$ cat src/hdl/besm_pkg.sv
`default_nettype none

package besm_pkg;

    // --------------------
    // Microinstruction field codes
    typedef enum logic [3:0] {
        YD_NONE   = 4'd0,
        YD_MODGN  = 4'd1,     // Modifier group number
        YD_PROCN  = 4'd2,     // Process number
        YD_RR     = 4'd3,     // Mode register
        YD_PHYSPG = 4'd4,     // Physical page
        YD_ARB    = 4'd5,     // Arbiter request code
        YD_WDATA  = 4'd6,     // Bus write data
        YD_UREG   = 4'd8      // Executive address
    } ydst_t;

    typedef enum logic [2:0] {
        YV_NONE  = 3'd0,
        YV_UREG  = 3'd3,      // Executive address read
        YV_PSMEM = 3'd4,      // Page-assignment memory
        YV_MPMEM = 3'd5       // Console exchange memory
    } ydev_t;

    typedef enum logic [3:0] {
        DS_NONE   = 4'd0,
        DS_MODGN  = 4'd1,
        DS_PROCN  = 4'd2,
        DS_RR     = 4'd3,
        DS_PHYSPG = 4'd4,
        DS_ARB    = 4'd5,
        DS_RDATA  = 4'd6      // Captured bus read data
    } dsrc_t;

    typedef enum logic [4:0] {
        LOGGRP = 5'd1, MULGRP = 5'd2, ADDGRP = 5'd3, SETC = 5'd5,
        CLRRCB = 5'd6, SETRCB = 5'd7, CLRJMP = 5'd8, SETJMP = 5'd9,
        SETEI  = 5'd10, CLREI = 5'd11, CLRTR0 = 5'd12, SETTR0 = 5'd13,
        CLRTR1 = 5'd14, SETTR1 = 5'd15, CLRTKK = 5'd18, SETTKK = 5'd19,
        SETNR  = 5'd20, SETER = 5'd22, CHTKK = 5'd23
    } ffcnt_t;

    typedef enum logic [4:0] {
        YES = 5'd0, NORMB = 5'd1, RNDB = 5'd2, OVRIB = 5'd3, BNB = 5'd4,
        OVRFTB = 5'd5, DRG = 5'd6, EMLRG = 5'd7, RCB = 5'd8, CB = 5'd9,
        CEMLRG = 5'd10, TR1 = 5'd12, INTSTP = 5'd13, TKK = 5'd15,
        ARBRDY = 5'd21, TR0 = 5'd22
    } cond_t;

    // --------------------
    // External bus arbiter
    typedef enum logic [3:0] {ARB_IDLE = 4'd0, ARB_READ = 4'd1, ARB_WRITE = 4'd2} arb_op_t;
    typedef enum logic [1:0] {ST_IDLE, ST_ADDR, ST_DATA} arb_state_t;

endpackage

`default_nettype wire

$ cat src/hdl/bus_arbiter.sv
`default_nettype none
`timescale 1ns/1ps

module bus_arbiter
    import besm_pkg::*;
#(
    parameter int WORD_W = 64
) (
    input  wire               clk,
    input  wire               reset,
    input  wire  [WORD_W-1:0] i_y,          // Y bus
    input  wire  ydst_t       i_ydst,       // Y destination
    input  wire  arb_op_t     i_arbi,       // Request from microinstruction
    input  wire  [31:0]       i_ureg,       // Address source
    input  wire  [WORD_W-1:0] i_wdata,      // Write data source
    input  wire  [WORD_W-1:0] i_data,       // External read data
    output arb_op_t           o_req,        // Request register
    output logic              o_rdy,        // Ready pulse in data phase
    output logic [WORD_W-1:0] o_rdata,      // Captured read data
    output logic [WORD_W-1:0] o_ad,         // Address or write data
    output logic              o_astb,       // Address strobe
    output logic              o_rd,         // Read strobe
    output logic              o_wr          // Write strobe
);

    arb_state_t        state;
    arb_op_t           req;
    logic [WORD_W-1:0] rdata;

    // --------------------
    // Request register and sequencer
    always_ff @(posedge clk) begin
        if (reset) begin
            state <= ST_IDLE;
            req   <= ARB_IDLE;
            rdata <= '0;
        end else begin
            case (state)
                ST_IDLE: begin
                    if (req != ARB_IDLE)
                        state <= ST_ADDR;               // Start bus cycle
                    else if (i_ydst == YD_ARB)
                        req <= arb_op_t'(i_y[3:0]);     // Request from Y bus
                    else if (i_arbi != ARB_IDLE)
                        req <= i_arbi;                  // Request from field
                end
                ST_ADDR: state <= ST_DATA;
                ST_DATA: begin
                    if (req == ARB_READ)
                        rdata <= i_data;                // Capture at end of data phase
                    req   <= ARB_IDLE;
                    state <= ST_IDLE;
                end
                default: state <= ST_IDLE;
            endcase
        end
    end

    // Strobes decoded from state
    always_comb begin
        o_astb = (state == ST_ADDR);
        o_rdy  = (state == ST_DATA);
        o_rd   = (state == ST_DATA) && (req == ARB_READ);
        o_wr   = (state == ST_DATA) && (req == ARB_WRITE);
        o_ad   = '0;
        if (state == ST_ADDR)
            o_ad = WORD_W'(i_ureg);                     // Address phase
        else if (state == ST_DATA && req == ARB_WRITE)
            o_ad = i_wdata;                             // Write data phase
    end

    assign o_req   = req;
    assign o_rdata = rdata;

endmodule

`default_nettype wire

$ cat config.mk
export PLATFORM = sky130hd
export DESIGN_NAME = bus_arbiter
export DESIGN_NICKNAME = d
export VERILOG_FILES = /design/src/hdl/besm_pkg.sv /design/src/hdl/bus_arbiter.sv
export SDC_FILE = /design/constraint.sdc
export NUM_CORES = 1
export LEC_CHECK = 0
export BUFFER_PORTS_ARGS = -buffer_cell sky130_fd_sc_hd__buf_2
export CAP_MARGIN = 20
export CORE_AREA = 2 2 142 144
export CTS_CLUSTER_SIZE = 8
export DETAILED_ROUTE_END_ITERATION = 6
export DIE_AREA = 0 0 144 146
export PLACE_DENSITY_LB_ADDON = 0.05
export SYNTH_ARGS = -nofsm -noshare
export SYNTH_HDL_FRONTEND = slang
export SYNTH_SLANG_ARGS = --single-unit
$ cat constraint.sdc
create_clock -name clk -period 3.05 [get_ports clk]
set_input_delay 0.915 -clock clk [delete_from_list [all_inputs] [get_ports clk]]
set_output_delay 0.915 -clock clk [all_outputs]
set_load 0.005 [all_outputs]
### After elaboration in Yosys (flattened, before gate mapping)

Index checks and enable logic that the tools add are counted.
W data, S select, Z words.

* register bits after elaboration: 70
* output and inout port bits: 136

* equality and inequality tests: 8
* reduce and logical (&&, ||, !) cells: 8
* muxes and demuxes: 8

Operators with widths (number)
* $mux W64: 2
* $mux W4: 3
* $pmux W4 S2: 1
* $reduce_bool A4 Y1: 2
* $eq A4 B1 Y1 const B: 1
* $eq A4 B2 Y1 const B: 1
* $eq A4 B3 Y1 const B: 1
* $ne A2 B2 Y1 const B: 2
* $pmux W2 S2: 1
* $ne A3 B3 Y1 const B: 1
* $reduce_and A3 Y1: 1
* $eq A2 B1 Y1 const B: 1
* $eq A2 B2 Y1 const B: 1
* $logic_and A1 B1 Y1: 2
* $logic_not A2 Y1: 1
* $mux W2: 1
* $reduce_and A2 Y1: 1
* $reduce_bool A2 Y1: 1

### Depth between registers and ports, before layout

Gate-level depths: netlist of the first run.

* depth in word-level cells: 5
* mapped depth: 7
* mapped depth without buffers: 4

### Worst setup path before layout of the first run

Ideal clock, no wire load.

* path type: reg2out
* start: register state[0]
* end: output o_ad[15]
* buffers on the path: 3
* cell stages (with the launch flop): 8
* data required time: 2.135 ns
* data arrival time: 1.285 ns
* slack: 0.850 ns
* cells stage by stage: dfxtp_1 -> nand2b_1 -> buf_4 -> inv_2 -> and3_1 -> buf_6 -> buf_4 -> a22o_1

* cells in the longest elaborated chain, start to end: 4
* elaborated cells between the ends (all ways): 5

RTL lines
* from (decl): RTL line bus_arbiter.sv:26 `arb_state_t state;`
* from (signal assigned): RTL line bus_arbiter.sv:34 `state <= ST_IDLE;`
* from (signal assigned): RTL line bus_arbiter.sv:41 `state <= ST_ADDR;`
* from (signal assigned): RTL line bus_arbiter.sv:47 `ST_ADDR: state <= ST_DATA;`
* $eq A2 B2 Y1: RTL line bus_arbiter.sv:68 `else if (state == ST_DATA && req == ARB_WRITE)`
* $logic_and A1 B1 Y1: RTL line bus_arbiter.sv:68
* $mux W64: RTL line bus_arbiter.sv:68
* $mux W64 *: RTL line bus_arbiter.sv:66 `if (state == ST_ADDR)`
* to (decl): RTL line bus_arbiter.sv:20 `output logic [WORD_W-1:0] o_ad,`

Every way passes the cells marked *; elsewhere a longest branch is shown, timed or not.

### Final worst setup path of the first run

* start: register state[0]
* end: output o_ad[6]

Same word-level chain as after synthesis.

==> run_results.csv, run 1 <==
group,metric,value,unit
run_status,status,"completed",
routing,drc_errors,0,
cells_and_area,final_layout_size_suffix_gt1_frac,0.501,
yosys,synth_nets,629,
sta,setup_viol,0,
cells_and_area,stdcell_count,949,
yosys,avgSynthCellArea,8.32,sq um
clocking,cts_buffers,9,
cells_and_area,design_area,0.00532,sq mm
sta,fmax,375,MHz
yosys,yosysTopAreaCell,"dfxtp_1",
clocking,postCtsSetupBuffers,0,
sta,finalSetupTns,0,ns
worst_setup_path,cp.required,2.13,ns
floorplanning,dieHeight,146,microns
sta,slew_viol_final,0,
cells_and_area,nets,912,
job,drv_cap,0,
grt,grt_pass1_vias,3975,
routing,wl_per_cell,16.5,microns
sta,fin_skew,0.00664,ns
floorplanning,die_w,144,microns
grt,grt_usage,0.145,
power_and_ir_drop,power_density,591,mW/mm^2
floorplanning,rows,51,
power_and_ir_drop,power.leakage,2.58,nW
floorplanning,io_pins,370,
clocking,cts_tree,"yes",
routing,postRouteAntennaNets,0,
power_and_ir_drop,finalPower,3.14,mW
grt,grt.overflow.total,0,
placed_design,dp_cells,932,
sta,finalCriticalPeriod,2.66,ns
clocking,ctsHtreeMaxLevel,3,
yosys,netlist_top_cells_area,"dfxtp_1, a21oi_1, nand3_1",
sta,tightest_slew,0.743,ns
yosys,yosys_warnings,0,
yosys,synthCells,395,
cells_and_area,mostFrequentLayoutCells,"buf_2, dfxtp_1, nand3_1, a21oi_1, o21ai_1",
routing,vias_per_cell,4.30,
power_and_ir_drop,vdd_drop_max,0.000254,V
placed_design,post-place-ws,0.718,ns
floorplanning,die_area,0.0210,sq mm
yosys,synth-seq-cells,70,
worst_setup_path,startpoint_type,"flip-flop",
grt,grt_max_degree,66,
routing,wl,15700,microns
worst_setup_path,critical_path_class,"flip-flop to output pin",
grt,antenna_found_initial,2,
clocking,hold_buffers,0,
placed_design,placed_area,0.00500,sq mm
worst_setup_path,critPathArrivalTime,1.75,ns
yosys,ys_seq_area_frac,0.426,
routing,vias,4083,
cells_and_area,areaGrowthSynthToFinish,61.7,%
sta,slew-limit-headroom,0.505,
yosys,yosysTopAreaCellShare,0.426,
cells_and_area,n_fill_cell,2166,
placed_design,gp_congestion,0.908,
placed_design,dp_hpwl,11600,microns
sta,rsz0062_at_grt,"false",
clocking,clock_path_buffers,2,
worst_setup_path,worstPathMaxFanout,65,
hold_path,hold_path.class,"flip-flop to flip-flop",
clocking,cts_num_sinks,70,
clocking,clk_pin_slew,0.06,ns
floorplanning,core_area,0.0193,sq mm
sta,post-route-period-util,0.873,
routing,drtPass1Iterations,5,
clocking,cts_resized,0,
grt,grt_first_pass_wirelength,22800,microns
floorplanning,start_util,0.170,
yosys,synth_area,0.00329,sq mm
sta,hold_violations,0,
yosys,synth_cell_types,26,
cells_and_area,layout_commonest_cell,"buf_2",
routing,drtIter0Drc,245,
clocking,clk_latency,0.34,ns
sta,worst_slack,0.387,ns
worst_setup_path,end_kind,"output pin",
clocking,root_buffer,"clkbuf_16",
placed_design,io_buffers,309,
## sequential cells by signal, indices dropped and copies added (netlist names)
name / cells
o_rdata: 64
o_req: 4
state: 2
## cells in the mapped netlist, drive strengths merged
cell / instances
a21oi: 64
a22o: 32
and2: 32
and3: 1
buf: 28
clkbuf: 19
dfxtp: 70
inv: 1
mux2i: 4
nand2b: 1
nand3: 64
nor2: 2
nor2b: 2
nor3: 1
nor4: 2
nor4b: 1
nor4bb: 1
o21ai: 64
o2bb2ai: 4
or4b: 2
## worst max-delay path, stage by stage (launching register included)
cell,delay (ns)
dfxtp_1,0.33
nand2b_2,0.19
inv_2,0.09
and3_2,0.20
buf_12,0.23
a22o_1,0.18
buf_2,0.17
## cell type report
| type | count | area, sq um | share of cell area |
|---|---|---|---|
| repair buffers | 319 | 1630 | 0.307 |
| flip-flops and latches | 70 | 1400 | 0.264 |
| clock inverters | 6 | 86.3 | 0.0162 |
| clock buffers | 10 | 229 | 0.0431 |
| diodes | 1 | 2.50 | 0.000471 |
| well taps | 265 | 332 | 0.0624 |
| inverters | 1 | 3.75 | 0.000706 |
| multi-input cells | 277 | 1630 | 0.306 |
## routing by layer
metal,wire length [microns],global-route usage,vias to the layer above
li1,-,-,2001
met1,5390,0.145,1851
met2,8500,0.270,197
met4,629,0.0775,2
met5,8,0,-
met3,1140,0.0342,32
## worst paths after layout
kind | startpoint | to | slack [ns] | depth (start not counted)
max reg2reg | o_req[3] | o_rdata[47] | 1.27 | 4
min | o_rdata[28] | o_rdata[28] | 0.46 | 2
min reg2reg | o_rdata[28] | o_rdata[28] | 0.46 | 2
max | state[0] | o_ad[6] | 0.39 | 6
## per-stage QoR
stage	hold WS, ns	utilization
4_1_cts	0.463	0.275
2_1_floorplan	0.432	-
3_3_place_gp	0.448	0.259
5_1_grt	0.480	0.275
3_5_place_dp	0.454	0.259
6_report	0.459	0.275
## logic make-up (layout without fill, tap and decap cells)
kind of cell | after synthesis | in the layout | synth area share
buffers and inverters | 48 | 336 | 0.0822
other | 0 | 1 | 0
AOI/OAI and AO/OA | 164 | 164 | 0.292
muxes | 4 | 4 | 0.0122
DFF | 70 | 70 | 0.426
and+or+nand+nor | 109 | 109 | 0.188
## where the power goes
| part | internal [mW] | total [mW] | switching, mW |
|---|---|---|---|
| registers | 0.971 | 1.03 | 0.0615 |
| clock network | 0.714 | 1.12 | 0.409 |
| logic | 0.361 | 0.984 | 0.624 |
| total | 2.05 | 3.14 | 1.09 |
(Power assumes the default switching activity.)
==> run 2: changes to the inputs <==
--- a/config.mk
+++ b/config.mk
@@ -5,12 +5,13 @@
 export SDC_FILE = /design/constraint.sdc
 export NUM_CORES = 1
 export LEC_CHECK = 0
-export BUFFER_PORTS_ARGS = -buffer_cell sky130_fd_sc_hd__buf_2
+export ABC_AREA = 1
+export BUFFER_PORTS_ARGS = -buffer_cell sky130_fd_sc_hd__buf_4
 export CAP_MARGIN = 20
-export CORE_AREA = 2 2 142 144
+export CORE_AREA = 2 2 145 147
 export CTS_CLUSTER_SIZE = 8
 export DETAILED_ROUTE_END_ITERATION = 6
-export DIE_AREA = 0 0 144 146
+export DIE_AREA = 0 0 147 149
 export PLACE_DENSITY_LB_ADDON = 0.05
 export SYNTH_ARGS = -nofsm -noshare
 export SYNTH_HDL_FRONTEND = slang
==> run 2 against run 1 <==
  * Via count decreased by 3.3%
  * Combinational power fell by 12%
  * Clock power is 18% lower
  * Clock-buffer cell count increased by 3
  * Worst setup slack got worse by 0.12 ns
  * Synthesized area decreased by 3.7%
  * Register-to-register slack hardly changed
  * Global-route usage is 1.7 points lower
  * Flip-flop and latch count unchanged
  * Die area rose by 4.2%
  * Final cell count grew 7.6%
==> run_results.csv, run 2 <==
group,metric,value,unit
run_status,status,"completed",
clocking,cts_tree,"yes",
clocking,clk_latency,0.33,ns
power_and_ir_drop,p_sw_frac,0.289,
placed_design,io_buffers,309,
hold_path,hold_path.class,"flip-flop to flip-flop",
cells_and_area,final_layout_size_suffix_gt1_frac,0.446,
grt,grt_usage,0.128,
worst_setup_path,worstPathMaxFanout,33,
sta,post-route-period-util,0.914,
worst_setup_path,worstRegToRegCells,6,
floorplanning,core_area,0.0206,sq mm
yosys,synthArstFlopShare,0,
routing,drtIter0Drc,111,
yosys,synth-seq-cells,70,
power_and_ir_drop,power_density,471,mW/mm^2
routing,drc_errors,0,
power_and_ir_drop,vdd_drop_max,0.000229,V
worst_setup_path,slowest_delay,0.38,ns
clocking,root_buffer,"clkbuf_16",
yosys,synth_most_common_cell,"nor2_1",
routing,vias,3948,
placed_design,placed_area,0.00572,sq mm
worst_setup_path,startpoint_type,"flip-flop",
floorplanning,dieHeight,149,microns
clocking,ctsHtreeMaxLevel,3,
power_and_ir_drop,intPower,2.00,mW
routing,drtPass1Iterations,4,
cells_and_area,largest_register_ff_count,64,
worst_setup_path,crit_chain,"nor2_1 -> nand4_2 -> clkinv_2 -> a22o_1 -> buf_4",
yosys,synth_edf_count,0,
yosys,synth_cell_types,18,
clocking,clock_path_buffers,2,
placed_design,dp_cells,1006,
worst_setup_path,critPathArrivalTime,1.87,ns
yosys,yosys_warnings,0,
yosys,netlist_top_cells_area,"dfxtp_1, nor2_1, a22o_1",
power_and_ir_drop,power.leakage,3.01,nW
floorplanning,die_w,147,microns
yosys,ys.flop_type,"dfxtp_1",
floorplanning,start_util,0.154,
routing,topRoutingLayerUsed,"met4",
placed_design,dp_hpwl,11200,microns
grt,grt_first_pass_wirelength,21500,microns
clocking,cts_buffers,9,
worst_setup_path,cp.required,2.13,ns
floorplanning,die_area,0.0219,sq mm
floorplanning,io_pins,370,
yosys,synth_commonest_cells,"nor2_1, dfxtp_1, inv_1",
floorplanning,rows,53,
cells_and_area,n_antenna_cell,0,
placed_design,gp_congestion,0.798,
routing,met3_length,1420,microns
cells_and_area,nets,976,
yosys,yosysTopAreaCellShare,0.443,
routing,dr_wl_met2,7810,microns
cells_and_area,areaGrowthSynthToFinish,88.4,%
worst_setup_path,critical_path_class,"flip-flop to output pin",
routing,wl,14800,microns
grt,grt_pass1_vias,3738,
routing,postRouteAntennaNets,0,
sta,setup_viol,0,
yosys,synth_nets,681,
yosys,synth_area,0.00317,sq mm
cells_and_area,mostFrequentLayoutCells,"buf_4, nor2_1, dfxtp_1, inv_1, o21ai_0",
sta,slew_viol_final,0,
grt,grt.overflow.total,0,
sta,fmax,359,MHz
cells_and_area,design_area,0.00597,sq mm
worst_setup_path,end_kind,"output pin",
cells_and_area,layout_commonest_cell,"buf_4",
sta,finalCriticalPeriod,2.79,ns
worst_setup_path,cp_slowest_cell,"clkinv_2",
yosys,yosysTopAreaCell,"dfxtp_1",
job,drv_cap,0,
yosys,synthCells,447,
routing,m1WireLength,5410,microns
power_and_ir_drop,share_comb_of_total_power,0.310,
sta,hold_violations,0,
power_and_ir_drop,power.switching,0.811,mW
sta,tightest_slew,0.734,ns
routing,wl_per_cell,14.4,microns
sta,finalSetupTns,0,ns
sta,fin_skew,0.00365,ns
power_and_ir_drop,finalPower,2.81,mW
routing,vias_per_cell,3.87,
clocking,clk_pin_slew,0.05,ns
yosys,ys_seq_area_frac,0.443,
power_and_ir_drop,p_clk_frac,0.327,
grt,grt_max_degree,65,
sta,slew-limit-headroom,0.511,
clocking,cts_num_sinks,70,
yosys,avgSynthCellArea,7.08,sq um
cells_and_area,stdcell_count,1021,
power_and_ir_drop,seq_power_share,0.364,
sta,rsz0062_at_grt,"false",
hold_path,min_path_cells,2,
grt,antenna_found_initial,0,
worst_setup_path,r2r_slack,1.28,ns
[run 2: path summary, 6_finish.rpt]
path               startpoint           to
hold reg to reg   o_rdata[47]  o_rdata[47]
setup / recovery     o_req[3]     o_ad[23]
setup reg to reg     o_req[3]   o_rdata[6]
hold / removal    o_rdata[47]  o_rdata[47]
[run 2: per-stage QoR]
stage	setup WS, ns	util	hold WS (ns)
2_1_floorplan	0.978	-	0.442
3_3_place_gp	0.521	0.278	0.461
3_5_place_dp	0.459	0.278	0.475
4_1_cts	0.0931	0.290	0.485
5_1_grt	0.111	0.290	0.505
6_report	0.264	0.290	0.480
[run 2: critical path: cells and delay by family (launching register included)]
family | cells | cell delay [ns]
flip-flops | 1 | 0.32
buffers and inverters | 2 | 0.49
AO/OA/AOI/OAI | 1 | 0.22
AND/OR/NAND/NOR | 2 | 0.49
[run 2: what timing repair did]
action,4_1_cts,5_1_grt
hold buffers,0,0
setup endpoints to repair,0,4
setup buffers,0,0
resized for setup,0,1
[run 2: logic make-up (layout without fill, tap and decap cells)]
kind of cell	count (synthesis)	in the layout	synth area share
simple gates	202	202	0.253
flops	70	70	0.443
compound gates	99	99	0.194
buf+inv	76	375	0.110
[run 2: per-layer routing]
layer	track usage	vias up
met4	0.0361	0
met1	0.133	1754
met3	0.0483	8
met5	0	-
met2	0.240	177
li1	-	2009
[run 2: power groups by stage]
stage	Sequential, mW	Combinational (mW)	Clock [mW]
2_1_floorplan	1.04	0.371	0
3_3_place_gp	1.04	0.887	0
3_5_place_dp	1.04	0.890	0
4_1_cts	1.02	0.894	0.966
5_1_grt	1.03	0.961	1.00
6_report	1.02	0.870	0.919
[run 2: area by class of cell]
| cell class | count | area (sq um) |
|---|---|---|
| Tap cell | 275 | 344 |
| Clock inverter | 2 | 10.0 |
| Clock buffer | 13 | 240 |
| Inverter | 46 | 174 |
| Sequential cell | 70 | 1400 |
| Timing Repair Buffer | 314 | 2370 |
| Multi-Input combinational cell | 301 | 1430 |
| Fill cell | 2309 | 14600 |
