**src/hdl/besm_pkg.sv**
```systemverilog
`default_nettype none

package besm_pkg;

    // --------------------
    // Microinstruction field codes
    typedef enum logic [3:0] {
        YD_NONE   = 4'd0,
        YD_MODGN  = 4'd1,     // Modifier group number
        YD_PROCN  = 4'd2,     // Process number
        YD_RR     = 4'd3,     // Mode register
        YD_PHYSPG = 4'd4,     // Physical page
        YD_ARB    = 4'd5,     // Arbiter request code
        YD_WDATA  = 4'd6,     // Bus write data
        YD_UREG   = 4'd8      // Executive address
    } ydst_t;

    typedef enum logic [2:0] {
        YV_NONE  = 3'd0,
        YV_UREG  = 3'd3,      // Executive address read
        YV_PSMEM = 3'd4,      // Page-assignment memory
        YV_MPMEM = 3'd5       // Console exchange memory
    } ydev_t;

    typedef enum logic [3:0] {
        DS_NONE   = 4'd0,
        DS_MODGN  = 4'd1,
        DS_PROCN  = 4'd2,
        DS_RR     = 4'd3,
        DS_PHYSPG = 4'd4,
        DS_ARB    = 4'd5,
        DS_RDATA  = 4'd6      // Captured bus read data
    } dsrc_t;

    typedef enum logic [4:0] {
        LOGGRP = 5'd1, MULGRP = 5'd2, ADDGRP = 5'd3, SETC = 5'd5,
        CLRRCB = 5'd6, SETRCB = 5'd7, CLRJMP = 5'd8, SETJMP = 5'd9,
        SETEI  = 5'd10, CLREI = 5'd11, CLRTR0 = 5'd12, SETTR0 = 5'd13,
        CLRTR1 = 5'd14, SETTR1 = 5'd15, CLRTKK = 5'd18, SETTKK = 5'd19,
        SETNR  = 5'd20, SETER = 5'd22, CHTKK = 5'd23
    } ffcnt_t;

    typedef enum logic [4:0] {
        YES = 5'd0, NORMB = 5'd1, RNDB = 5'd2, OVRIB = 5'd3, BNB = 5'd4,
        OVRFTB = 5'd5, DRG = 5'd6, EMLRG = 5'd7, RCB = 5'd8, CB = 5'd9,
        CEMLRG = 5'd10, TR1 = 5'd12, INTSTP = 5'd13, TKK = 5'd15,
        ARBRDY = 5'd21, TR0 = 5'd22
    } cond_t;

    // --------------------
    // External bus arbiter
    typedef enum logic [3:0] {ARB_IDLE = 4'd0, ARB_READ = 4'd1, ARB_WRITE = 4'd2} arb_op_t;
    typedef enum logic [1:0] {ST_IDLE, ST_ADDR, ST_DATA} arb_state_t;

endpackage

`default_nettype wire

```
**src/hdl/flag_unit.sv**
```systemverilog
`default_nettype none
`timescale 1ns/1ps

module flag_unit
    import besm_pkg::*;
#(
    parameter int WORD_W = 64
) (
    input  wire               clk,
    input  wire               reset,
    input  wire  [WORD_W-1:0] i_y,          // Y bus
    input  wire  ydst_t       i_ydst,       // Y destination
    input  wire               i_iomp,       // Low selects the flip-flop decoder
    input  wire  ffcnt_t      i_ffcnt,      // Set/reset code
    input  wire               i_ise,        // Copy tkk into rcb
    input  wire  cond_t       i_cond,       // Condition select
    input  wire               i_icc,        // High passes condition, low inverts
    input  wire               i_arb_rdy,    // Arbiter ready pulse
    output logic [31:0]       o_rr,         // Mode register
    output logic              o_cond        // Polarized condition
);

    // Mode register bit positions
    localparam int RR_NORMB  = 0;           // Normalization block
    localparam int RR_RNDB   = 1;           // Rounding block
    localparam int RR_GRP    = 2;           // Condition group, 3 bits
    localparam int RR_OVRIB  = 5;           // Overflow interrupt block
    localparam int RR_BNB    = 10;          // Range check block
    localparam int RR_OVRFTB = 11;
    localparam int RR_DRG    = 12;          // Dispatcher mode
    localparam int RR_NOINTR = 17;          // External interrupt mask
    localparam int RR_CEMLRG = 19;
    localparam int RR_INTSTP = 21;          // Stop on interrupt
    localparam int RR_CB     = 27;          // Address changed by index 16
    localparam int RR_RCB    = 28;          // Right half-word flag
    localparam int RR_JUMP   = 29;          // Control transfer flag

    logic [31:0] rr;                        // Mode register
    logic        tr0;                       // Microprogram flag 0
    logic        tr1;                       // Microprogram flag 1
    logic        tkk;                       // Standardizer right-command flag
    logic        emlrg;                     // Emulation mode
    logic        cond_src;                  // Selected condition before polarity

    // --------------------
    // Register load and flag codes
    always_ff @(posedge clk) begin
        if (reset) begin
            rr    <= '0;
            tr0   <= 1'b0;
            tr1   <= 1'b0;
            tkk   <= 1'b0;
            emlrg <= 1'b0;
        end else begin
            if (i_ydst == YD_RR)
                rr <= i_y[31:0];                        // Full load from Y
            if (!i_iomp) begin                          // Later writes override the load
                case (i_ffcnt)
                    LOGGRP: rr[RR_GRP +: 3] <= 3'b001;  // Logic group
                    MULGRP: rr[RR_GRP +: 3] <= 3'b010;  // Multiply group
                    ADDGRP: rr[RR_GRP +: 3] <= 3'b100;  // Add group
                    SETC:   rr[RR_CB]       <= 1'b1;
                    CLRRCB: rr[RR_RCB]      <= 1'b0;
                    SETRCB: rr[RR_RCB]      <= 1'b1;
                    CLRJMP: rr[RR_JUMP]     <= 1'b0;
                    SETJMP: rr[RR_JUMP]     <= 1'b1;
                    SETEI:  rr[RR_NOINTR]   <= 1'b0;    // Enable interrupts
                    CLREI:  rr[RR_NOINTR]   <= 1'b1;    // Mask interrupts
                    CLRTR0: tr0             <= 1'b0;
                    SETTR0: tr0             <= 1'b1;
                    CLRTR1: tr1             <= 1'b0;
                    SETTR1: tr1             <= 1'b1;
                    CLRTKK: tkk             <= 1'b0;
                    SETTKK: tkk             <= 1'b1;
                    SETNR:  emlrg           <= 1'b0;    // Native mode
                    SETER:  emlrg           <= 1'b1;    // Emulation mode
                    CHTKK:  tkk             <= ~tkk;    // Toggle
                    default: ;
                endcase
            end
            if (i_ise)
                rr[RR_RCB] <= tkk;                      // Beats rcb set/reset codes
        end
    end

    assign o_rr = rr;

    // --------------------
    // Condition multiplexer
    always_comb begin
        case (i_cond)
            NORMB:   cond_src = rr[RR_NORMB];
            RNDB:    cond_src = rr[RR_RNDB];
            OVRIB:   cond_src = rr[RR_OVRIB];
            BNB:     cond_src = rr[RR_BNB];
            OVRFTB:  cond_src = rr[RR_OVRFTB];
            DRG:     cond_src = rr[RR_DRG];
            EMLRG:   cond_src = emlrg;
            RCB:     cond_src = rr[RR_RCB];
            CB:      cond_src = rr[RR_CB];
            CEMLRG:  cond_src = rr[RR_CEMLRG];
            TR1:     cond_src = tr1;
            INTSTP:  cond_src = rr[RR_INTSTP];
            TKK:     cond_src = tkk;
            ARBRDY:  cond_src = i_arb_rdy;
            TR0:     cond_src = tr0;
            default: cond_src = 1'b1;                   // YES and absent sources
        endcase
    end

    assign o_cond = i_icc ? cond_src : ~cond_src;

endmodule

`default_nettype wire

```
**config.mk**
```make
export PLATFORM = sky130hd
export DESIGN_NAME = flag_unit
export DESIGN_NICKNAME = d
export VERILOG_FILES = /design/src/hdl/besm_pkg.sv /design/src/hdl/flag_unit.sv
export SDC_FILE = /design/constraint.sdc
export NUM_CORES = 1
export LEC_CHECK = 0
export BUFFER_PORTS_ARGS = -buffer_cell sky130_fd_sc_hd__buf_2
export CAP_MARGIN = 20
export CORE_MARGIN = 3
export CORE_UTILIZATION = 44
export CTS_CLUSTER_DIAMETER = 120
export DETAILED_ROUTE_END_ITERATION = 16
export PLACE_DENSITY = 0.84
export SLEW_MARGIN = 20
export SYNTH_ARGS = -nofsm -noshare
export SYNTH_HDL_FRONTEND = slang
export SYNTH_SLANG_ARGS = --single-unit
```
**constraint.sdc**
```tcl
create_clock -name clk -period 3.4 [get_ports clk]
set_input_delay 0.68 -clock clk [delete_from_list [all_inputs] [get_ports clk]]
set_output_delay 0.68 -clock clk [all_outputs]
set_load 0.005 [all_outputs]
```
Word level (Yosys, flattened, before mapping)
Cells that the tools add are included.
Widths: inputs -> output; s select.
Cells by class
  eq/ne operators: 35
  mux-type cells: 16
  bitwise gates (word level): 3
  reductions and logical operators: 8
Operators by type and width (number)
  $eq 5x4->1 const B: 14
  $eq 5x3->1 const B: 7
  $eq 5x5->1 const B: 7
  $mux 30: 1
  $eq 5x2->1 const B: 4
  $pmux 1 s15: 1
  $pmux 1 s2: 6
  $eq 5x1->1 const B: 2
  $pmux 3 s3: 1
  $reduce_and 2->1: 4
  $mux 3: 2
  $reduce_bool 2->1: 3
  $eq 4x2->1 const B: 1
  $mux 1: 4
  $not 1->1: 3
  $pmux 1 s3: 1
  $reduce_bool 3->1: 1
Word-level totals
  flip-flop bits (word level): 36
  input bits: 84
  logic and storage cells: 68

Depth between registers and ports, before layout
Gate-level depths: netlist (run 1).
  word-level depth: 5
  mapped depth: 6
  depth with buffers taken out: 5

Worst setup path before layout (run 1)
Ideal clock, no wire load.
  path kind: in2out
  from: input i_cond[1]
  to: output o_cond
  arrival: 1.823 ns
  path slack: 0.897 ns
  cell stages on the path: 6
  buffers on the path: 1
  path through: buf_6 -> mux4_2 -> nor4b_4 -> a31oi_2 -> o221ai_2 -> xnor2_1
Between the ends
  longest elaborated chain between the ends: 4
  elaborated cells between the ends (all ways): 18
  classes of those cells: eq/ne: 15; mux: 2; bitwise: 1
Ends and longest elaborated chain
  start, declared: RTL line flag_unit.sv:16  | input wire cond_t i_cond,
  $eq 5x5->1 (tied with other cells): RTL line flag_unit.sv:91  | case (i_cond)
  $pmux 1 s15 *: RTL line flag_unit.sv:91
  $not 1->1: RTL line flag_unit.sv:111  | assign o_cond = i_icc ? cond_src : ~cond_src;
  $mux 1 *: RTL line flag_unit.sv:111
  end, declared: RTL line flag_unit.sv:20  | output logic o_cond
Every way passes the cells marked *; elsewhere a longest branch is shown, timed or not.

Final worst setup path (run 1)
Same ends and word-level chain as after synthesis.

==> results of run 1 <==
## flip-flops by register name, indices dropped and copies added (netlist names)
register	count
o_rr	32
tr1	1
tkk	1
tr0	1
emlrg	1
## how the worst min path moves through the flow
stage                               start                     to  slack, ps  cells past startpoint
global placement    o_rr[30]$_SDFFE_PP0P_  o_rr[30]$_SDFFE_PP0P_        440                      2
global route         o_rr[6]$_SDFFE_PP0P_   o_rr[6]$_SDFFE_PP0P_        480                      2
detailed placement  o_rr[31]$_SDFFE_PP0P_  o_rr[31]$_SDFFE_PP0P_        450                      2
finish              o_rr[31]$_SDFFE_PP0P_  o_rr[31]$_SDFFE_PP0P_        450                      2
floorplan           o_rr[13]$_SDFFE_PP0P_  o_rr[13]$_SDFFE_PP0P_        450                      2
CTS                 o_rr[31]$_SDFFE_PP0P_  o_rr[31]$_SDFFE_PP0P_        460                      2
## layer usage
layer | global-route usage (%) | share of wire, % | up-vias
li1 | - | - | 872
met1 | 23.5 | 42 | 766
met2 | 30.0 | 49 | 57
met3 | 6.73 | 8.2 | 4
met4 | 6.45 | 1.1 | 0
met5 | 0 | 0 | -
## cell families (layout without fill, tap and decap cells)
logic type | count (synthesis) | count (layout) | share of synthesized area, %
muxes | 13 | 13 | 8.68
DFF | 36 | 36 | 42.4
buffers and inverters | 18 | 95 | 5.22
AOI/OAI and AO/OA | 44 | 44 | 16.2
xor gates and xnor gates | 1 | 1 | 0.515
and+or+nand+nor | 94 | 94 | 27.0
## worst min-delay path, cell delays in order, from the launching register on
cell,delay [ps]
sky130_fd_sc_hd__dfxtp_1,310
sky130_fd_sc_hd__nand2_1,50
sky130_fd_sc_hd__a21oi_1,50
## cells in the mapped netlist (all sizes together)
cell and number:
or3b 1, nor4 1, nand2b 1, a211o 1, a22oi 1, nand2 59, nor2 10, mux2 4
nand4b 5, and4bb 1, a21oi 28, xnor2 1, inv 2, mux4 1, a221oi 3, nor4b 2
nand3b 2, nor3 1, o211ai 2, and2b 1, nor4bb 1, nand3 3, a32oi 1, clkbuf 9
o221ai 1, dfxtp 36, buf 7, nor2b 3, a31oi 2, mux2i 8, o21ai 3, nand4 3
a32o 2
## power by group through the flow
stage               clock [W]  combinational, W  sequential (W)
floorplan                   0         0.0000555        0.000447
global placement            0          0.000105        0.000446
detailed placement          0          0.000108        0.000446
CTS                  0.000286          0.000108        0.000437
global route         0.000305          0.000120        0.000437
finish               0.000274          0.000108        0.000437
## final cells by class
class	count	area (µm²)
timing repair buffer	86	435
clock buffer	6	72.6
clock inverter	1	5.00
tap	46	57.6
sequential	36	721
multi-input combinational	152	907
inverter	2	7.51
fill	338	1320
## per-stage QoR
stage | hold slack, ps | worst slack [ps]
finish | 451 | 626
global route | 477 | 511
CTS | 456 | 623
detailed placement | 446 | 636
global placement | 439 | 670
floorplan | 453 | 897
==> results.py, run 1 <==
metrics = {
    "floorplan": {
        "initial_utilization_pct": 48.3,
        "ios": 117,
        "dieWidth_um": 68.2,
        "die-height_um": 68.2,
        "core_region_area_um2": 3520,
        "design.die.area_um2": 4650,
        "core.rowCount": 21,
    },
    "clocking": {
        "cts_buffer_depth": 2,
        "tritoncts": "built",
        "cts.repair_timing.setup_buffer_count": 0,
        "htree_levels": 2,
        "clk_latency_ps": 280,
        "cts-root-buf": "sky130_fd_sc_hd__clkbuf_8",
        "clock_sinks": 36,
        "cts_inserted_buffers": 5,
        "post_cts_resized": 0,
        "clk_transition_reported_paths_ps": 70,
        "number_of_buffers_inserted_by_hold_repair_at_cts": 0,
    },
    "worst_setup_path": {
        "crit_buf_inv": 2,
        "critical_path.most_common_cell": "sky130_fd_sc_hd__buf_2",
        "cp_data_required_time_ps": 2720,
        "setup.worst_path.class": "input pin to primary output",
        "cpPeakStageDelay_ps": 530,
        "crit_path_top_delay_cell": "sky130_fd_sc_hd__mux4_2",
        "worstSetupStartpoint": "i_cond[1]",
        "ff2ff_setup_slack_ps": 2270,
        "depth_of_the_critical_timing_path_with_buffers_and_inverters_included": 7,
        "rr_startpoint": "o_rr[28]$_SDFF_PP0_",
        "worst_setup_path_endpoint": "o_cond",
        "critical_path.reg2reg.endpoint": "o_rr[28]$_SDFF_PP0_",
        "crit_path_cell_trace": "buf_2 -> mux4_2 -> nor4b_4 -> a31oi_2 -> o221ai_2 -> xnor2_1 -> buf_2",
        "cpLargestDelayFamily": "multiplexers",
        "timing.reg2reg.worst_path_depth": 4,
        "worst_setup_path_end_kind": "primary output",
        "critical_path_peak_fanout": 8,
        "arrival_ps": 2090,
        "startpoint_type": "input pin",
    },
    "synthesis": {
        "synth.avg_cell_area_um2": 8.26,
        "synth-warning-count": 0,
        "synth_fp_nets": 290,
        "synth_area_um2": 1700,
        "ys_ff_latch": 36,
        "synthTopCellsByArea": "sky130_fd_sc_hd__dfxtp_1 42%, sky130_fd_sc_hd__nand2_1 13%, sky130_fd_sc_hd__a21oi_1 8.2%, sky130_fd_sc_hd__mux2i_1 4.7%, sky130_fd_sc_hd__mux2_2 2.6%",
        "synth_cells": 206,
        "synth_cell_type_count": 38,
        "synthDominantAreaCellType": "sky130_fd_sc_hd__dfxtp_1",
        "yosysSeqAreaShare_pct": 42.4,
        "netlist.area_leader.share_pct": 42.4,
    },
    "outcome": {
        "status": "completed",
    },
    "power_and_ir_drop": {
        "switching_power_w": 0.000197,
        "netSwitchingFraction_pct": 24.0,
        "totalPowerFinal_w": 0.000819,
        "power_frac_clock_pct": 33.5,
        "power.share.sequential_pct": 53.3,
        "share_comb_of_total_power_pct": 13.1,
        "p_int_w": 0.000622,
        "pwr_density_cell_nw_per_um2": 371,
        "vdd.ir_drop.worst_mv": 0.259,
        "p_leak_nw": 0.964,
    },
    "placed_design": {
        "post_dp_cell_area_um2": 2130,
        "place.detailed.hpwl_um": 3200,
        "io_buffers": 84,
        "place.detailed.instances": 322,
        "routabilityCongestion": 0.751,
    },
    "finish": {
        "layout.cells.most_common": "sky130_fd_sc_hd__buf_2",
        "area_growth_pct": 29.6,
        "antenna_cells": 0,
        "final_util_pct": 62.7,
        "final_non_filler_cell_area_um2": 2210,
        "most-common-layout-cells": "84 x sky130_fd_sc_hd__buf_2, 59 x sky130_fd_sc_hd__nand2_1, 36 x sky130_fd_sc_hd__dfxtp_1",
        "final-instance-count-excl-fill": 329,
        "design.final.nets": 367,
        "layout_cells_sized_above_1_pct": 36.7,
    },
    "timing": {
        "drv_slew": 0,
        "hold_viol_final": 0,
        "rsz0062_at_grt": "no",
        "setup_violations": 0,
        "clock-skew-final_ps": 0.0817,
        "min_period_over_period_pct": 81.6,
        "worst-slew-pin-transition_ps": 814,
        "timing.max_slew.rel_slack_pct": 45.3,
        "clock.fmax_mhz": 361,
        "fin_tns_setup_ps": 0,
        "period_minus_ws_final_ps": 2770,
    },
    "global_routing": {
        "global_route_wire_length_before_repair_um": 6600,
        "vias_in_the_first_global_route": 1523,
        "antenna_violations_before_repair": 0,
        "grtUsageTotal_pct": 18.8,
        "globalRouteOverflowTotal": 0,
        "grt_max_degree": 37,
    },
    "route": {
        "detail_route.wirelength_um": 4320,
        "drt_first_iter_violations": 123,
        "vias_per_cell": 5.16,
        "post-route-drc-count": 0,
        "ant_nets": 0,
        "firstDrtPassIters": 4,
        "total_number_of_vias": 1699,
        "wl_per_cell_um": 13.1,
    },
    "worst_hold_path": {
        "timing.hold.worst.class": "register to register",
    },
    "run": {
        "max_cap_violations": 0,
    },
}
(Power assumes the default switching activity.)
==> inputs of run 2 (changes only) <==
--- a/config.mk
+++ b/config.mk
@@ -8,10 +8,10 @@
 export BUFFER_PORTS_ARGS = -buffer_cell sky130_fd_sc_hd__buf_2
 export CAP_MARGIN = 20
 export CORE_MARGIN = 3
-export CORE_UTILIZATION = 44
+export CORE_UTILIZATION = 37
 export CTS_CLUSTER_DIAMETER = 120
 export DETAILED_ROUTE_END_ITERATION = 16
-export PLACE_DENSITY = 0.84
+export PLACE_DENSITY = 0.76
 export SLEW_MARGIN = 20
 export SYNTH_ARGS = -nofsm -noshare
 export SYNTH_HDL_FRONTEND = slang
==> constraint.sdc (replaced) <==
create_clock -name clk -period 2.51 [get_ports clk]
set_input_delay 0.502 -clock clk [delete_from_list [all_inputs] [get_ports clk]]
set_output_delay 0.502 -clock clk [all_outputs]
set_load 0.005 [all_outputs]
==> run 2 against run 1 <==
Effect of this change:
- global-route usage down 2.2 points
- clock skew is essentially flat
- combinational power grew 37%
- sequential share of layout area down 0.62 points
- via count down 0.77%
- total power grew 41%
- hold slack got worse by 0.52 ps
- final area increased by 1.9%
- core utilization shrank 11 points
- first-iteration DRC count shrank 4.9%
- cell count increased by 3.0%
- largest cell class unchanged
- highest routed layer unchanged
==> results.py, run 2 (same netlist as run 1, synthesis figures left out) <==
metrics = {
    "clocking": {
        "cts_buffer_depth": 2,
        "tritoncts": "built",
        "clk_transition_reported_paths_ps": 70,
        "cts.repair_timing.setup_buffer_count": 0,
        "cts_inserted_buffers": 5,
        "number_of_buffers_inserted_by_hold_repair_at_cts": 0,
        "cts-root-buf": "sky130_fd_sc_hd__clkbuf_8",
        "clk_latency_ps": 280,
        "clock_sinks": 36,
        "htree_levels": 2,
        "post_cts_resized": 0,
    },
    "worst_setup_path": {
        "critical_path.most_common_cell": "sky130_fd_sc_hd__buf_2",
        "critical_path_peak_fanout": 9,
        "crit_path_top_delay_cell": "sky130_fd_sc_hd__or3b_2",
        "crit_path_cell_trace": "buf_2 -> or3b_2 -> o211ai_1 -> a221oi_1 -> o221ai_2 -> xnor2_1 -> buf_2",
        "startpoint_type": "input pin",
        "crit_buf_inv": 2,
        "arrival_ps": 1830,
        "cpPeakStageDelay_ps": 480,
        "cp_data_required_time_ps": 2010,
        "cpLargestDelayFamily": "simple AND/OR/NAND/NOR gates",
        "worst_setup_path_end_kind": "primary output",
        "setup.worst_path.class": "input pin to primary output",
    },
    "power_and_ir_drop": {
        "p_leak_nw": 0.984,
        "totalPowerFinal_w": 0.00116,
        "pwr_density_cell_nw_per_um2": 514,
        "vdd.ir_drop.worst_mv": 0.308,
    },
    "placed_design": {
        "place.detailed.hpwl_um": 3300,
        "routabilityCongestion": 0.796,
        "io_buffers": 84,
    },
    "route": {
        "post-route-drc-count": 0,
        "ant_nets": 0,
        "wl_per_cell_um": 13.1,
        "vias_per_cell": 4.97,
        "detail_route.wirelength_um": 4440,
        "firstDrtPassIters": 4,
        "total_number_of_vias": 1686,
        "drt_first_iter_violations": 117,
    },
    "finish": {
        "layout.cells.most_common": "sky130_fd_sc_hd__buf_2",
        "n_fill_cell": 456,
        "max_reg_flops": 32,
        "layout_cells_sized_above_1_pct": 37.3,
        "area.sequential_um2": 721,
        "area_growth_pct": 32.1,
        "most-common-layout-cells": "84 x sky130_fd_sc_hd__buf_2, 59 x sky130_fd_sc_hd__nand2_1, 36 x sky130_fd_sc_hd__dfxtp_1",
        "multi_input_comb_area_um2": 907,
        "design.final.nets": 370,
        "antenna_cells": 0,
    },
    "global_routing": {
        "global_route_wire_length_before_repair_um": 7000,
        "grtUsageTotal_pct": 16.6,
        "vias_in_the_first_global_route": 1538,
        "grt_max_degree": 37,
        "globalRouteOverflowTotal": 0,
        "antenna_violations_before_repair": 0,
    },
    "floorplan": {
        "dieWidth_um": 73.8,
        "core_region_area_um2": 4380,
        "core.rowCount": 24,
        "die-height_um": 73.8,
        "ios": 117,
        "initial_utilization_pct": 38.8,
        "design.die.area_um2": 5450,
    },
    "timing": {
        "fin_tns_setup_ps": 0,
        "hold_viol_final": 0,
        "period_minus_ws_final_ps": 2330,
        "timing.max_slew.rel_slack_pct": 56.1,
        "clock-skew-final_ps": 0.0785,
        "setup_violations": 0,
        "clock.fmax_mhz": 428,
        "worst-slew-pin-transition_ps": 658,
        "drv_slew": 0,
        "rsz0062_at_grt": "no",
        "min_period_over_period_pct": 93.0,
    },
    "run": {
        "max_cap_violations": 0,
    },
    "outcome": {
        "status": "completed",
    },
    "worst_hold_path": {
        "timing.hold.worst.class": "register to register",
    },
}
run 2: cell types whose count changed in the layout (fill, tap and decap cells not counted):
cell	change
sky130_fd_sc_hd__clkbuf_8	+1
sky130_fd_sc_hd__clkbuf_1	+1
sky130_fd_sc_hd__clkinv_2	-1
sky130_fd_sc_hd__buf_4	+3
run 2: cell type report:
| cell class | count | area share, % |
|---|---|---|
| clock buffer | 8 | 4.01 |
| inverter | 2 | 0.334 |
| timing repair buffer | 89 | 20.4 |
| multi-input combinational | 152 | 40.3 |
| tap | 52 | 2.89 |
| sequential | 36 | 32.1 |
run 2: metal layers:
| layer | vias to the layer above | GRT usage [%] | part of all wire, % |
|---|---|---|---|
| met3 | 4 | 5.47 | 7.2 |
| li1 | 875 | - | - |
| met2 | 49 | 27.4 | 49 |
| met1 | 758 | 20.1 | 42 |
| met4 | 0 | 6.04 | 1.0 |
| met5 | - | 0 | 0 |
run 2: worst paths after layout:
path,from,to,slack [ps],cells after the start
worst max-delay path,i_cond[4],o_cond,180,7
worst min-delay path,o_rr[31]$_SDFFE_PP0P_,o_rr[31]$_SDFFE_PP0P_,450,2
worst max register to register,o_rr[28]$_SDFF_PP0_,o_rr[28]$_SDFF_PP0_,1380,4
worst min register to register,o_rr[31]$_SDFFE_PP0P_,o_rr[31]$_SDFFE_PP0P_,450,2
run 2: power by group:
| group | switching [W] | internal, W | leakage (nW) |
|---|---|---|---|
| registers | 0.00000746 | 0.000584 | 0.291 |
| clock network | 0.000193 | 0.000224 | 0.0455 |
| logic | 0.0000762 | 0.0000716 | 0.647 |
run 2: through the flow:
stage	util [%]	hold slack [ps]	worst slack (ps)	instances	instance area [µm²]
2_1_floorplan	-	453	363	206	1700
3_3_place_gp	49.2	439	194	331	2160
3_5_place_dp	49.2	445	173	331	2160
4_1_cts	51.3	443	170	339	2250
5_1_grt	51.3	445	84.8	339	2250
6_report	51.3	451	176	339	2250
run 2: worst reg2reg max path: stages, from the launching register on:
cell and delay [ps]:
sky130_fd_sc_hd__dfxtp_1 320, sky130_fd_sc_hd__mux2_2 250, sky130_fd_sc_hd__mux2_2 260, sky130_fd_sc_hd__mux2i_1 120, sky130_fd_sc_hd__nor2_1 50
==> inputs of run 3 (changes only) <==
--- a/config.mk
+++ b/config.mk
@@ -9,9 +9,11 @@
 export CAP_MARGIN = 20
 export CORE_MARGIN = 3
 export CORE_UTILIZATION = 37
+export CTS_BUF_LIST = sky130_fd_sc_hd__clkbuf_16
 export CTS_CLUSTER_DIAMETER = 120
 export DETAILED_ROUTE_END_ITERATION = 16
 export PLACE_DENSITY = 0.76
+export RECOVER_POWER = 100
 export SLEW_MARGIN = 20
 export SYNTH_ARGS = -nofsm -noshare
 export SYNTH_HDL_FRONTEND = slang
==> run 3 against run 2 <==
Effect of this change:
- first-iteration DRC count shrank 31%
- final area shrank 0.11%
- register-to-register slack is essentially flat
- non-clock buffer count is the same
- global-route usage shrank 0.20 points
- largest cell class unchanged
- largest power group unchanged
==> results.py, run 3 (same netlist as run 1, synthesis figures left out) <==
metrics = {
    "worst_hold_path": {
        "hold_depth": 2,
        "timing.hold.worst.class": "register to register",
        "whs_endpoint": "o_rr[20]$_SDFFE_PP0P_",
        "min_from": "o_rr[20]$_SDFFE_PP0P_",
    },
    "timing": {
        "clock.fmax_mhz": 427,
        "clock-skew-final_ps": 0.0749,
        "min_period_over_period_pct": 93.4,
        "fin_tns_setup_ps": 0,
        "drv_slew": 0,
        "setup_violations": 0,
        "worst_hold_slack_ps": 449,
        "hold_viol_final": 0,
        "rsz0062_at_grt": "no",
        "timing.max_slew.rel_slack_pct": 30.9,
        "period_minus_ws_final_ps": 2340,
        "worst-slew-pin-transition_ps": 1040,
    },
    "finish": {
        "final_non_filler_cell_area_um2": 2250,
        "layout_cells_sized_above_1_pct": 28.6,
        "area_growth_pct": 32.0,
        "n_fill_cell": 460,
        "most-common-layout-cells": "63 x sky130_fd_sc_hd__buf_2, 59 x sky130_fd_sc_hd__nand2_1, 36 x sky130_fd_sc_hd__dfxtp_1",
        "design.final.nets": 370,
        "antenna_cells": 0,
        "final-instance-count-excl-fill": 339,
        "max_reg_flops": 32,
        "layout.cells.most_common": "sky130_fd_sc_hd__buf_2",
    },
    "floorplan": {
        "core.rowCount": 24,
        "initial_utilization_pct": 38.8,
        "ios": 117,
        "die-height_um": 73.8,
        "dieWidth_um": 73.8,
        "core_region_area_um2": 4380,
        "design.die.area_um2": 5450,
    },
    "outcome": {
        "status": "completed",
    },
    "placed_design": {
        "post_dp_cell_area_um2": 2160,
        "io_buffers": 84,
        "routabilityCongestion": 0.796,
        "place.detailed.instances": 331,
        "place.detailed.hpwl_um": 3300,
    },
    "route": {
        "wl_per_cell_um": 13.0,
        "ant_nets": 0,
        "drt_first_iter_violations": 81,
        "total_number_of_vias": 1689,
        "vias_per_cell": 4.98,
        "detail_route.wirelength_um": 4410,
        "firstDrtPassIters": 4,
        "post-route-drc-count": 0,
    },
    "worst_setup_path": {
        "cp_data_required_time_ps": 2010,
        "arrival_ps": 1840,
        "critical_path_peak_fanout": 9,
        "ff2ff_setup_slack_ps": 1390,
        "worst_setup_path_end_kind": "primary output",
        "critical_path.reg2reg.endpoint": "o_rr[28]$_SDFF_PP0_",
        "startpoint_type": "input pin",
        "rr_startpoint": "o_rr[28]$_SDFF_PP0_",
        "timing.reg2reg.worst_path_depth": 4,
        "setup.worst_path.class": "input pin to primary output",
    },
    "run": {
        "max_cap_violations": 0,
    },
    "global_routing": {
        "grt_max_degree": 37,
        "antenna_violations_before_repair": 0,
        "vias_in_the_first_global_route": 1548,
        "globalRouteOverflowTotal": 0,
        "global_route_wire_length_before_repair_um": 6980,
        "grtUsageTotal_pct": 16.5,
    },
    "clocking": {
        "htree_levels": 2,
        "clock_sinks": 36,
        "post_cts_resized": 0,
        "cts_inserted_buffers": 5,
        "clk_transition_reported_paths_ps": 50,
        "number_of_buffers_inserted_by_hold_repair_at_cts": 0,
        "clk_latency_ps": 270,
        "tritoncts": "built",
        "cts-root-buf": "sky130_fd_sc_hd__clkbuf_16",
        "cts.repair_timing.setup_buffer_count": 0,
        "cts_buffer_depth": 2,
    },
    "power_and_ir_drop": {
        "p_leak_nw": 0.912,
        "pwr_density_cell_nw_per_um2": 579,
        "vdd.ir_drop.worst_mv": 0.430,
    },
}
## run 3: cell types whose count changed in the layout (fill, tap and decap cells not counted)
cell                        previous run  this run
sky130_fd_sc_hd__buf_2                84        63
sky130_fd_sc_hd__clkbuf_1              2        22
sky130_fd_sc_hd__clkbuf_8              6         0
sky130_fd_sc_hd__clkbuf_16             0         5
sky130_fd_sc_hd__buf_4                 5         3
sky130_fd_sc_hd__inv_1                 2         4
sky130_fd_sc_hd__buf_1                 0         1
sky130_fd_sc_hd__clkinv_1              0         1
sky130_fd_sc_hd__nor4bb_1              0         1
sky130_fd_sc_hd__nor4bb_4              1         0
## run 3: worst max-delay path: stages
cell and delay, ps:
sky130_fd_sc_hd__buf_2 160, sky130_fd_sc_hd__or3b_2 480, sky130_fd_sc_hd__o211ai_1 100, sky130_fd_sc_hd__a221oi_1 130, sky130_fd_sc_hd__o221ai_2 220, sky130_fd_sc_hd__xnor2_1 140
sky130_fd_sc_hd__clkbuf_1 130
## run 3: area by class of cell
type	count	area, µm²	share of cell area, %
Clock buffer	5	125	5.57
Clock inverter	3	11.3	0.501
Inverter	2	7.51	0.334
Multi-Input combinational cell	152	892	39.7
Sequential cell	36	721	32.1
Tap cell	52	65.1	2.90
Timing Repair Buffer	89	424	18.9
## run 3: power by group
| part | internal, W | switching (W) | leakage, nW | total (W) |
|---|---|---|---|---|
| Sequential | 0.000585 | 0.00000758 | 0.291 | 0.000593 |
| Clock | 0.000356 | 0.000209 | 0.0738 | 0.000565 |
| Combinational | 0.0000667 | 0.0000753 | 0.547 | 0.000142 |
## run 3: layer usage
| metal | vias to the layer above | share of wire [%] | track usage, % |
|---|---|---|---|
| met5 | - | 0 | 0 |
| met4 | 0 | 1.3 | 6.64 |
| met3 | 4 | 6.5 | 4.24 |
| met2 | 51 | 49 | 27.5 |
| met1 | 757 | 43 | 20.0 |
| li1 | 877 | - | - |
## run 3: worst max path at each step
stage                     cells past startpoint                    end  startpoint
after floorplan                               6                 o_cond   i_cond[1]
after global placement                        7                 o_cond   i_cond[4]
after detailed placement                      7                 o_cond   i_cond[4]
after CTS                                     7                 o_cond   i_cond[4]
after global routing                          5  o_rr[12]$_SDFFE_PP0P_   i_ydst[0]
final                                         7                 o_cond   i_cond[4]
## run 3: per-stage QoR
stage	util [%]	setup slack (ps)	power (W)
after floorplan	-	363	0.000680
after global placement	49.2	194	0.000749
after detailed placement	49.2	173	0.000753
after CTS	52.3	170	0.00133
after global routing	51.2	52.9	0.00136
final	51.2	166	0.00130
